`src/exec_pkg.sv`:
```
// execute unit package: shared word types, opcodes and result classes
package exec_pkg;

    localparam int DATA_W     = 32;
    localparam int REG_ADDR_W = 5;

    typedef logic [DATA_W-1:0]     word_t;
    typedef logic [2*DATA_W-1:0]   dword_t;    // hi/lo pair or full product
    typedef logic [REG_ADDR_W-1:0] reg_addr_t;
    typedef logic [4:0]            shamt_t;

    // opcode encodings follow the decode stage
    typedef enum logic [7:0] {
        OP_AND   = 8'b0010_0100,
        OP_OR    = 8'b0010_0101,
        OP_XOR   = 8'b0010_0110,
        OP_NOR   = 8'b0010_0111,
        OP_SLL   = 8'b0111_1100,
        OP_SRL   = 8'b0000_0010,
        OP_SRA   = 8'b0000_0011,
        OP_ADD   = 8'b0010_0000,
        OP_ADDU  = 8'b0010_0001,
        OP_SUB   = 8'b0010_0010,
        OP_SUBU  = 8'b0010_0011,
        OP_SLT   = 8'b0010_1010,
        OP_SLTU  = 8'b0010_1011,
        OP_CLZ   = 8'b1011_0000,
        OP_CLO   = 8'b1011_0001,
        OP_MUL   = 8'b1010_1001,
        OP_MULT  = 8'b0001_1000,
        OP_MULTU = 8'b0001_1001,
        OP_MADD  = 8'b1010_0110,
        OP_MADDU = 8'b1010_1000,
        OP_MSUB  = 8'b1010_1010,
        OP_MSUBU = 8'b1010_1011,
        OP_MFHI  = 8'b0001_0000,
        OP_MTHI  = 8'b0001_0001,
        OP_MFLO  = 8'b0001_0010,
        OP_MTLO  = 8'b0001_0011
    } exec_op_t;

    typedef enum logic [2:0] {
        LOGIC,
        SHIFT,
        ARITH,
        MUL_LO,
        HILO_READ,
        HILO_ONLY   // no general register write
    } res_class_t;

    function automatic res_class_t op_class(exec_op_t op);
        case (op)
            OP_AND, OP_OR, OP_XOR, OP_NOR:       return LOGIC;
            OP_SLL, OP_SRL, OP_SRA:              return SHIFT;
            OP_ADD, OP_ADDU, OP_SUB, OP_SUBU,
            OP_SLT, OP_SLTU, OP_CLZ, OP_CLO:     return ARITH;
            OP_MUL:                              return MUL_LO;
            OP_MFHI, OP_MFLO:                    return HILO_READ;
            default:                             return HILO_ONLY;
        endcase
    endfunction

    // two-cycle multiply-accumulate group
    function automatic logic is_acc_op(exec_op_t op);
        return op inside {OP_MADD, OP_MADDU, OP_MSUB, OP_MSUBU};
    endfunction

endpackage

```
`src/logic_shift_unit.sv`:
```
// logic/shift unit: bitwise ops and barrel shifts of operand b by operand a
`timescale 1ns/1ns

module logic_shift_unit #(
    parameter int DATA_W = exec_pkg::DATA_W
) (
    input  exec_pkg::exec_op_t op_i,
    input  exec_pkg::word_t    a_i,
    input  exec_pkg::word_t    b_i,
    output exec_pkg::word_t    logic_o,
    output exec_pkg::word_t    shift_o
);
    import exec_pkg::*;

    shamt_t shamt;
    word_t  sign_fill;

    assign shamt     = a_i[4:0];
    assign sign_fill = {DATA_W{b_i[DATA_W-1]}};

    always_comb begin
        case (op_i)
            OP_OR: begin
                logic_o = a_i | b_i;
            end
            OP_AND: begin
                logic_o = a_i & b_i;
            end
            OP_XOR: begin
                logic_o = a_i ^ b_i;
            end
            OP_NOR: begin
                logic_o = ~(a_i | b_i);
            end
            default: begin
                logic_o = '0;
            end
        endcase
    end

    always_comb begin
        case (op_i)
            OP_SLL: begin
                shift_o = b_i << shamt;
            end
            OP_SRL: begin
                shift_o = b_i >> shamt;
            end
            OP_SRA: begin
                // fill vacated top bits from the sign, shamt 0 pushes fill out
                shift_o = (sign_fill << (DATA_W - shamt)) | (b_i >> shamt);
            end
            default: begin
                shift_o = '0;
            end
        endcase
    end

endmodule

```
`src/arith_unit.sv`:
```
// arithmetic unit: add/sub with overflow, set-less-than, leading zero/one count
`timescale 1ns/1ns

module arith_unit #(
    parameter int DATA_W = exec_pkg::DATA_W
) (
    input  exec_pkg::exec_op_t op_i,
    input  exec_pkg::word_t    a_i,
    input  exec_pkg::word_t    b_i,
    output exec_pkg::word_t    arith_o,
    output logic               overflow_o
);
    import exec_pkg::*;

    localparam int CNT_W = $clog2(DATA_W) + 1;

    logic             sub_op;
    word_t            b_inv;
    word_t            sum;
    logic             lt_signed;
    logic             lt_unsigned;
    word_t            scan;
    logic [CNT_W-1:0] lead_cnt;

    assign sub_op = op_i inside {OP_SUB, OP_SUBU, OP_SLT};

    // a - b as a + ~b + 1
    assign b_inv = sub_op ? ~b_i : b_i;
    assign sum   = a_i + b_inv + word_t'(sub_op);

    // same-sign addends, result flips sign
    assign overflow_o = (a_i[DATA_W-1] == b_inv[DATA_W-1]) &&
                        (sum[DATA_W-1] != a_i[DATA_W-1]);

    // neg < pos, else sign of the difference
    assign lt_signed = (a_i[DATA_W-1] && !b_i[DATA_W-1]) ||
                       ((a_i[DATA_W-1] == b_i[DATA_W-1]) && sum[DATA_W-1]);
    assign lt_unsigned = a_i < b_i;

    // clo counts zeros of the inverted operand
    assign scan = (op_i == OP_CLO) ? ~a_i : a_i;

    always_comb begin
        lead_cnt = CNT_W'(DATA_W);             // no set bit at all
        for (int i = 0; i < DATA_W; i++) begin
            if (scan[i]) begin
                lead_cnt = CNT_W'(DATA_W - 1 - i); // highest set bit wins
            end
        end
    end

    always_comb begin
        case (op_i)
            OP_ADD, OP_ADDU, OP_SUB, OP_SUBU: begin
                arith_o = sum;
            end
            OP_SLT: begin
                arith_o = word_t'(lt_signed);
            end
            OP_SLTU: begin
                arith_o = word_t'(lt_unsigned);
            end
            OP_CLZ, OP_CLO: begin
                arith_o = word_t'(lead_cnt);
            end
            default: begin
                arith_o = '0;
            end
        endcase
    end

endmodule

```
`src/mul_acc_unit.sv`:
```
// multiply/accumulate unit: signed and unsigned product plus two-cycle MADD/MSUB FSM
`timescale 1ns/1ns

module mul_acc_unit #(
    parameter int DATA_W = exec_pkg::DATA_W
) (
    input  logic               clk,
    input  logic               rst_n,
    input  logic               issue_i,
    input  exec_pkg::exec_op_t op_i,
    input  exec_pkg::word_t    a_i,
    input  exec_pkg::word_t    b_i,
    input  exec_pkg::dword_t   hilo_i,
    output exec_pkg::word_t    mul_lo_o,
    output logic               hilo_we_o,
    output exec_pkg::dword_t   hilo_wdata_o,
    output logic               busy_o
);
    import exec_pkg::*;

    typedef enum logic {
        IDLE,
        ACC
    } acc_state_t;

    acc_state_t state;
    dword_t     acc_q;          // captured product, negated for msub

    logic   signed_op;
    logic   neg_prod;
    logic   is_msub;
    logic   acc_start;
    word_t  mag_a;
    word_t  mag_b;
    dword_t mag_prod;
    dword_t prod;

    assign signed_op = op_i inside {OP_MUL, OP_MULT, OP_MADD, OP_MSUB};
    assign is_msub   = op_i inside {OP_MSUB, OP_MSUBU};

    // magnitudes for signed ops, raw bits otherwise
    assign mag_a = (signed_op && a_i[DATA_W-1]) ? (~a_i + 1'b1) : a_i;
    assign mag_b = (signed_op && b_i[DATA_W-1]) ? (~b_i + 1'b1) : b_i;

    assign mag_prod = mag_a * mag_b;   // 64-bit context
    assign neg_prod = signed_op && (a_i[DATA_W-1] ^ b_i[DATA_W-1]);
    assign prod     = neg_prod ? (~mag_prod + 1'b1) : mag_prod;

    assign mul_lo_o = prod[DATA_W-1:0];

    assign acc_start = issue_i && is_acc_op(op_i) && (state == IDLE);

    always_ff @(posedge clk) begin
        if (!rst_n) begin
            state <= IDLE;
        end else begin
            case (state)
                IDLE: begin
                    if (acc_start) begin
                        state <= ACC;
                    end
                end
                ACC: begin
                    state <= IDLE;     // second phase is always one cycle
                end
                default: begin
                    state <= IDLE;
                end
            endcase
        end
    end

    always_ff @(posedge clk) begin
        if (acc_start) begin
            acc_q <= is_msub ? (~prod + 1'b1) : prod;
        end
    end

    // mult/multu write straight away, accumulate writes in ACC
    assign hilo_we_o    = (issue_i && (op_i inside {OP_MULT, OP_MULTU})) || (state == ACC);
    assign hilo_wdata_o = (state == ACC) ? (hilo_i + acc_q) : prod;

    assign busy_o = (state == ACC);

endmodule

```
`src/hilo_regs.sv`:
```
// hi/lo register block, written by MTHI/MTLO or by the multiplier
`timescale 1ns/1ns

module hilo_regs #(
    parameter int DATA_W = exec_pkg::DATA_W
) (
    input  logic               clk,
    input  logic               rst_n,
    input  logic               issue_i,
    input  exec_pkg::exec_op_t op_i,
    input  exec_pkg::word_t    a_i,
    input  logic               mul_we_i,
    input  exec_pkg::dword_t   mul_wdata_i,
    output exec_pkg::dword_t   hilo_o
);
    import exec_pkg::*;

    word_t hi_q;
    word_t lo_q;

    always_ff @(posedge clk) begin
        if (!rst_n) begin
            hi_q <= '0;
            lo_q <= '0;
        end else if (mul_we_i) begin
            hi_q <= mul_wdata_i[2*DATA_W-1:DATA_W];
            lo_q <= mul_wdata_i[DATA_W-1:0];
        end else if (issue_i && op_i == OP_MTHI) begin
            hi_q <= a_i;     // lo untouched
        end else if (issue_i && op_i == OP_MTLO) begin
            lo_q <= a_i;
        end
    end

    assign hilo_o = {hi_q, lo_q};

endmodule

```
`src/exec_unit.sv`:
```
// execute unit top: issue decode, result select, overflow suppression, output regs
`timescale 1ns/1ns

module exec_unit #(
    parameter int DATA_W = exec_pkg::DATA_W
) (
    input  logic                clk,
    input  logic                rst_n,
    input  logic                valid_i,
    input  exec_pkg::exec_op_t  op_i,
    input  exec_pkg::word_t     a_i,
    input  exec_pkg::word_t     b_i,
    input  exec_pkg::reg_addr_t dest_i,
    input  logic                wr_en_i,
    output logic                busy_o,
    output logic                done_o,
    output logic                wr_en_o,
    output exec_pkg::reg_addr_t dest_o,
    output exec_pkg::word_t     result_o
);
    import exec_pkg::*;

    logic       issue;
    logic       single_issue;
    logic       mul_busy;
    logic       overflow;
    logic       hilo_we;
    logic       wr_allow;
    res_class_t res_class;
    word_t      logic_res;
    word_t      shift_res;
    word_t      arith_res;
    word_t      mul_lo;
    word_t      result_sel;
    dword_t     hilo;
    dword_t     hilo_wdata;

    assign busy_o       = mul_busy;
    assign issue        = valid_i && !mul_busy;       // ignored while busy
    assign single_issue = issue && !is_acc_op(op_i);
    assign res_class    = op_class(op_i);

    logic_shift_unit #(.DATA_W(DATA_W)) u_logic_shift (
        .op_i    (op_i),
        .a_i     (a_i),
        .b_i     (b_i),
        .logic_o (logic_res),
        .shift_o (shift_res)
    );

    arith_unit #(.DATA_W(DATA_W)) u_arith (
        .op_i       (op_i),
        .a_i        (a_i),
        .b_i        (b_i),
        .arith_o    (arith_res),
        .overflow_o (overflow)
    );

    mul_acc_unit #(.DATA_W(DATA_W)) u_mul_acc (
        .clk          (clk),
        .rst_n        (rst_n),
        .issue_i      (issue),
        .op_i         (op_i),
        .a_i          (a_i),
        .b_i          (b_i),
        .hilo_i       (hilo),
        .mul_lo_o     (mul_lo),
        .hilo_we_o    (hilo_we),
        .hilo_wdata_o (hilo_wdata),
        .busy_o       (mul_busy)
    );

    hilo_regs #(.DATA_W(DATA_W)) u_hilo (
        .clk         (clk),
        .rst_n       (rst_n),
        .issue_i     (issue),
        .op_i        (op_i),
        .a_i         (a_i),
        .mul_we_i    (hilo_we),
        .mul_wdata_i (hilo_wdata),
        .hilo_o      (hilo)
    );

    always_comb begin
        case (res_class)
            LOGIC:     result_sel = logic_res;
            SHIFT:     result_sel = shift_res;
            ARITH:     result_sel = arith_res;
            MUL_LO:    result_sel = mul_lo;
            HILO_READ: result_sel = (op_i == OP_MFHI) ? hilo[2*DATA_W-1:DATA_W]
                                                      : hilo[DATA_W-1:0];
            default:   result_sel = '0;
        endcase
    end

    // signed add/sub overflow drops the write, unsigned forms never do
    assign wr_allow = wr_en_i && (res_class != HILO_ONLY) &&
                      !(overflow && (op_i inside {OP_ADD, OP_SUB}));

    always_ff @(posedge clk) begin
        if (!rst_n) begin
            done_o  <= 1'b0;
            wr_en_o <= 1'b0;
        end else begin
            // busy falls at this edge when an accumulate finishes
            done_o  <= single_issue || mul_busy;
            wr_en_o <= single_issue && wr_allow;
        end
    end

    // payload held through the accumulate second phase
    always_ff @(posedge clk) begin
        if (issue) begin
            dest_o   <= dest_i;
            result_o <= result_sel;
        end
    end

endmodule

```
`config.mk`:
```
export PLATFORM = sky130hd
export DESIGN_NAME = exec_unit
export DESIGN_NICKNAME = d
export VERILOG_FILES = /design/src/exec_pkg.sv /design/src/logic_shift_unit.sv /design/src/arith_unit.sv /design/src/mul_acc_unit.sv /design/src/hilo_regs.sv /design/src/exec_unit.sv
export SDC_FILE = /design/constraint.sdc
export NUM_CORES = 2
export LEC_CHECK = 0
export BUFFER_PORTS_ARGS = -buffer_cell sky130_fd_sc_hd__clkbuf_2
export CAP_MARGIN = 40
export CORE_MARGIN = 10
export CORE_UTILIZATION = 45
export DETAILED_ROUTE_END_ITERATION = 7
export PLACE_DENSITY = 0.71
export SYNTH_ARGS = -nofsm -noshare
export SYNTH_HDL_FRONTEND = slang
export SYNTH_SLANG_ARGS = --single-unit
```
`constraint.sdc`:
```
create_clock -name clk -period 27.6 [get_ports clk]
set_clock_uncertainty 0.05 [all_clocks]
set_input_delay 0 -clock clk [delete_from_list [all_inputs] [get_ports clk]]
set_output_delay 0 -clock clk [all_outputs]
set_load 0.05 [all_outputs]
```
==> impl_results.md <==
* Compound-Gate Fraction of Synth Area at 0.151
* Final setup vio count at 0
* Max Clk Rate at 70.0 MHz
* Ys flop type: edfxtp_1
* Measured slew at the worst slew-check pin at 1.06 ns
* WHS Path Cells at 3
* Worst EP arrival at 14.47 ns
* GRT Total Usage at 0.340
* Vias in the first global route at 54693
* GPL Wtd Cong at 1.11
* DR WL/cell at 28.3 microns
* I/O pins at 121
* Buffers on Ports at 120
* CP bufs+invs at 4
* HP Class: in -> reg
* DIE HEIGHT at 377 microns
* Top-count cell post-synth: inv_1
* #FFs+latches synth at 168
* Htree depth at 4
* Crit share post-route at 0.518
* Post-synthesis mux area share at 0.0327
* Hold_sp: a_i[2]
* ANT nets after route at 0
* Vias/cell at 6.36
* Avg Cell Area, Syn at 8.14 sq um
* Layout filler cell count at 12053
* Cell row count at 130
* R2R Path Start: u_hilo.lo_q[0]$_SDFFE_PN0P_
* Synth Area in Adders at 0.414
* Deepest clock path buffer count at 2
* Maximum fanout along the worst path at 59
* Cell count after synthesis at 7029
* Seq. cell area at 0.00438 sq mm
* Cell family with the largest share of critical-path delay: adder cells
* Synth Area in Simple Gates at 0.167
* Synth Area in XOR/XNOR at 0.0650
* Worst path max stage delay at 0.84 ns
* Largest family of logic cells by synthesized area: adder cells
* Fin. max-slew vios at 0
* Reg2reg path depth at 17
* Critical Path Sink Type: register
* First-pass GRT wire length at 360000 microns
* RSZ-0062 raised after global routing: no
* CTS buffer count at 17
* DR vias at 55041
* Largest net degree at the start of global routing at 70
* Met1 Track Usage GR at 0.422
* Most frequent cells after synthesis: inv_1 (1016), fa_1 (898), nor2_1 (881), nand2_1 (741), ha_1 (456)
* Hold Path End: u_hilo.hi_q[2]$_SDFFE_PN0P_
* Number of DRC markers in iteration 0 at 7010
* Max_cap viols at 0
* Fraction of layout cells with a size suffix above 1 at 0.0738
* Post-synth ARST share at 0
* Post-DP HPWL at 193000 microns
* CP Launch Type: input pin
* Met2 global-route usage at 0.497
* Yosys top cell by area: fa_1
* Post-route minimum period at 14.29 ns
* Netlist Area Pre-Place at 0.0572 sq mm
* TritonRoute pass-1 iters at 8
* Slowest CP cell: xnor2_4
* M3 GR Usage at 0.136
* EDFF count, synth at 101
* Multi-input combinational cell area at 0.0482 sq mm
* Reg2Reg Capture Point: u_hilo.hi_q[29]$_SDFFE_PN0P_
* Core ar. at 0.126 sq mm
* Setup total negative slack at 0 ns
* Setup Crit Path Kind: in -> reg
* Detailed Route WL at 245000 microns
* Reg2reg setup slack at 21.67 ns
* Synth warn at 0
* Final Hold Viols at 0
* Area share of the largest cell type after synthesis at 0.314
* Root Driver: clkbuf_16
* # clock sinks at 168
* Synth top area cells: fa_1 (31%), ha_1 (10%), inv_1 (6.7%)
* Req. time, crit path at 27.78 ns
* Cell variety after synth at 109
* Global route hottest layer: met2
* GRT overflow at 0
* Die Span X at 377 microns
* DRC violation count after routing at 0
* Die area at 0.142 sq mm
* CP dominant cell by count: fa_1
* Clk_lat worst skew at 0.48 ns
* Status: complete, no violations
* NumNets Final at 8415
* Area delta synth->final at 7.40%
* CTS tree: done
* Sequential fraction of the synthesis area at 0.0765
* Initial core utilization at 0.454
* Clock transition at the registers of the reported paths at 0.08 ns
* Relative slew slack at 0.288
* Initial antenna violation count at 23
* Syn_nets at 8464
* Postcts setup bufs at 0
## flip-flops by register name, summed over array words and instances (netlist names)
register,cells
done_o,1
dest_o,5
wr_en_o,1
u_hilo.hi_q,32
u_mul_acc.acc_q,64
u_hilo.lo_q,32
u_mul_acc.busy_o,1
result_o,32
## worst min-delay path, cell delays in order
cell and delay, ns:
clkbuf_2 0.24, o221ai_1 0.25, a221oi_1 0.06
## metrics by stage
step           utilization  hold WS (ns)  cell area (sq um)  cells  worst slack [ns]
4_1_cts              0.488        0.0452              61400   8640             13.59
2_1_floorplan            -        0.0489              57200   7029             14.98
6_report             0.488        0.0693              61400   8660             13.31
3_5_place_dp         0.482         0.129              60700   8601             13.11
5_1_grt              0.488        0.0747              61400   8644             12.47
3_3_place_gp         0.480         0.127              60400   8575             13.46
## area by class of cell
cell class                 instances  area share
timing repair buffer             329      0.0382
antenna                           17    0.000692
sequential                       168      0.0712
clock buffer                      23     0.00815
inverter                        1024      0.0626
tap                             1650      0.0336
clock inverter                     9     0.00120
multi-input combinational       5440       0.784
## repair_timing
action,CTS,global route
hold endpoints to repair,7,0
hold buffers,7,0
resized for setup,0,0
## layout by cell type (no fill, tap or decap), types with 33 or more instances in the layout
master / netlist / layout
a31oi_1: 67 / 67
nand3_1: 89 / 89
o21ai_0: 338 / 337
xnor2_2: 1 / 54
o21a_1: 35 / 35
nor3_1: 93 / 92
ha_1: 456 / 456
a21oi_1: 336 / 336
xnor2_1: 339 / 272
o21bai_1: 33 / 33
buf_4: 0 / 186
nor2_1: 881 / 879
edfxtp_1: 101 / 101
dfxtp_1: 67 / 66
o221ai_1: 38 / 38
o31ai_1: 34 / 34
xor2_1: 84 / 84
nand2b_1: 53 / 53
a211oi_1: 54 / 54
inv_1: 1016 / 1015
clkbuf_2: 1 / 117
fa_1: 898 / 898
nand4_1: 46 / 46
o22ai_1: 54 / 54
mux2i_1: 136 / 135
nand2_1: 741 / 741
a21o_1: 80 / 80
## cell families after synthesis
kind of cell    after synthesis
simple gates               2158
buf+inv                    1421
fa+ha+maj                  1354
compound gates             1341
xor+xnor                    424
flops                       168
mux                         163
## worst max path at each step
stage	to	cells past startpoint	slack, ns	startpoint
final	u_mul_acc.acc_q[58]$_DFFE_PP_	36	13.31	op_i[1]
after global routing	u_mul_acc.acc_q[61]$_DFFE_PP_	36	12.47	op_i[1]
after CTS	u_mul_acc.acc_q[58]$_DFFE_PP_	36	13.59	op_i[1]
after detailed placement	u_mul_acc.acc_q[58]$_DFFE_PP_	36	13.11	op_i[1]
after global placement	u_mul_acc.acc_q[58]$_DFFE_PP_	36	13.46	op_i[1]
after floorplan	u_mul_acc.acc_q[58]$_DFFE_PP_	43	14.98	a_i[0]
## metal layers
metal  wire, microns  vias to the layer above  part of all wire
met5             309                        -            0.0013
met4           17200                       20             0.070
met3           35600                      965              0.15
met2          102000                     3952              0.42
met1           89700                    27091              0.37
li1                -                    23013                 -
Power is not shown: default switching activity piles up to over one toggle a cycle in this logic, so the estimate is an artifact.
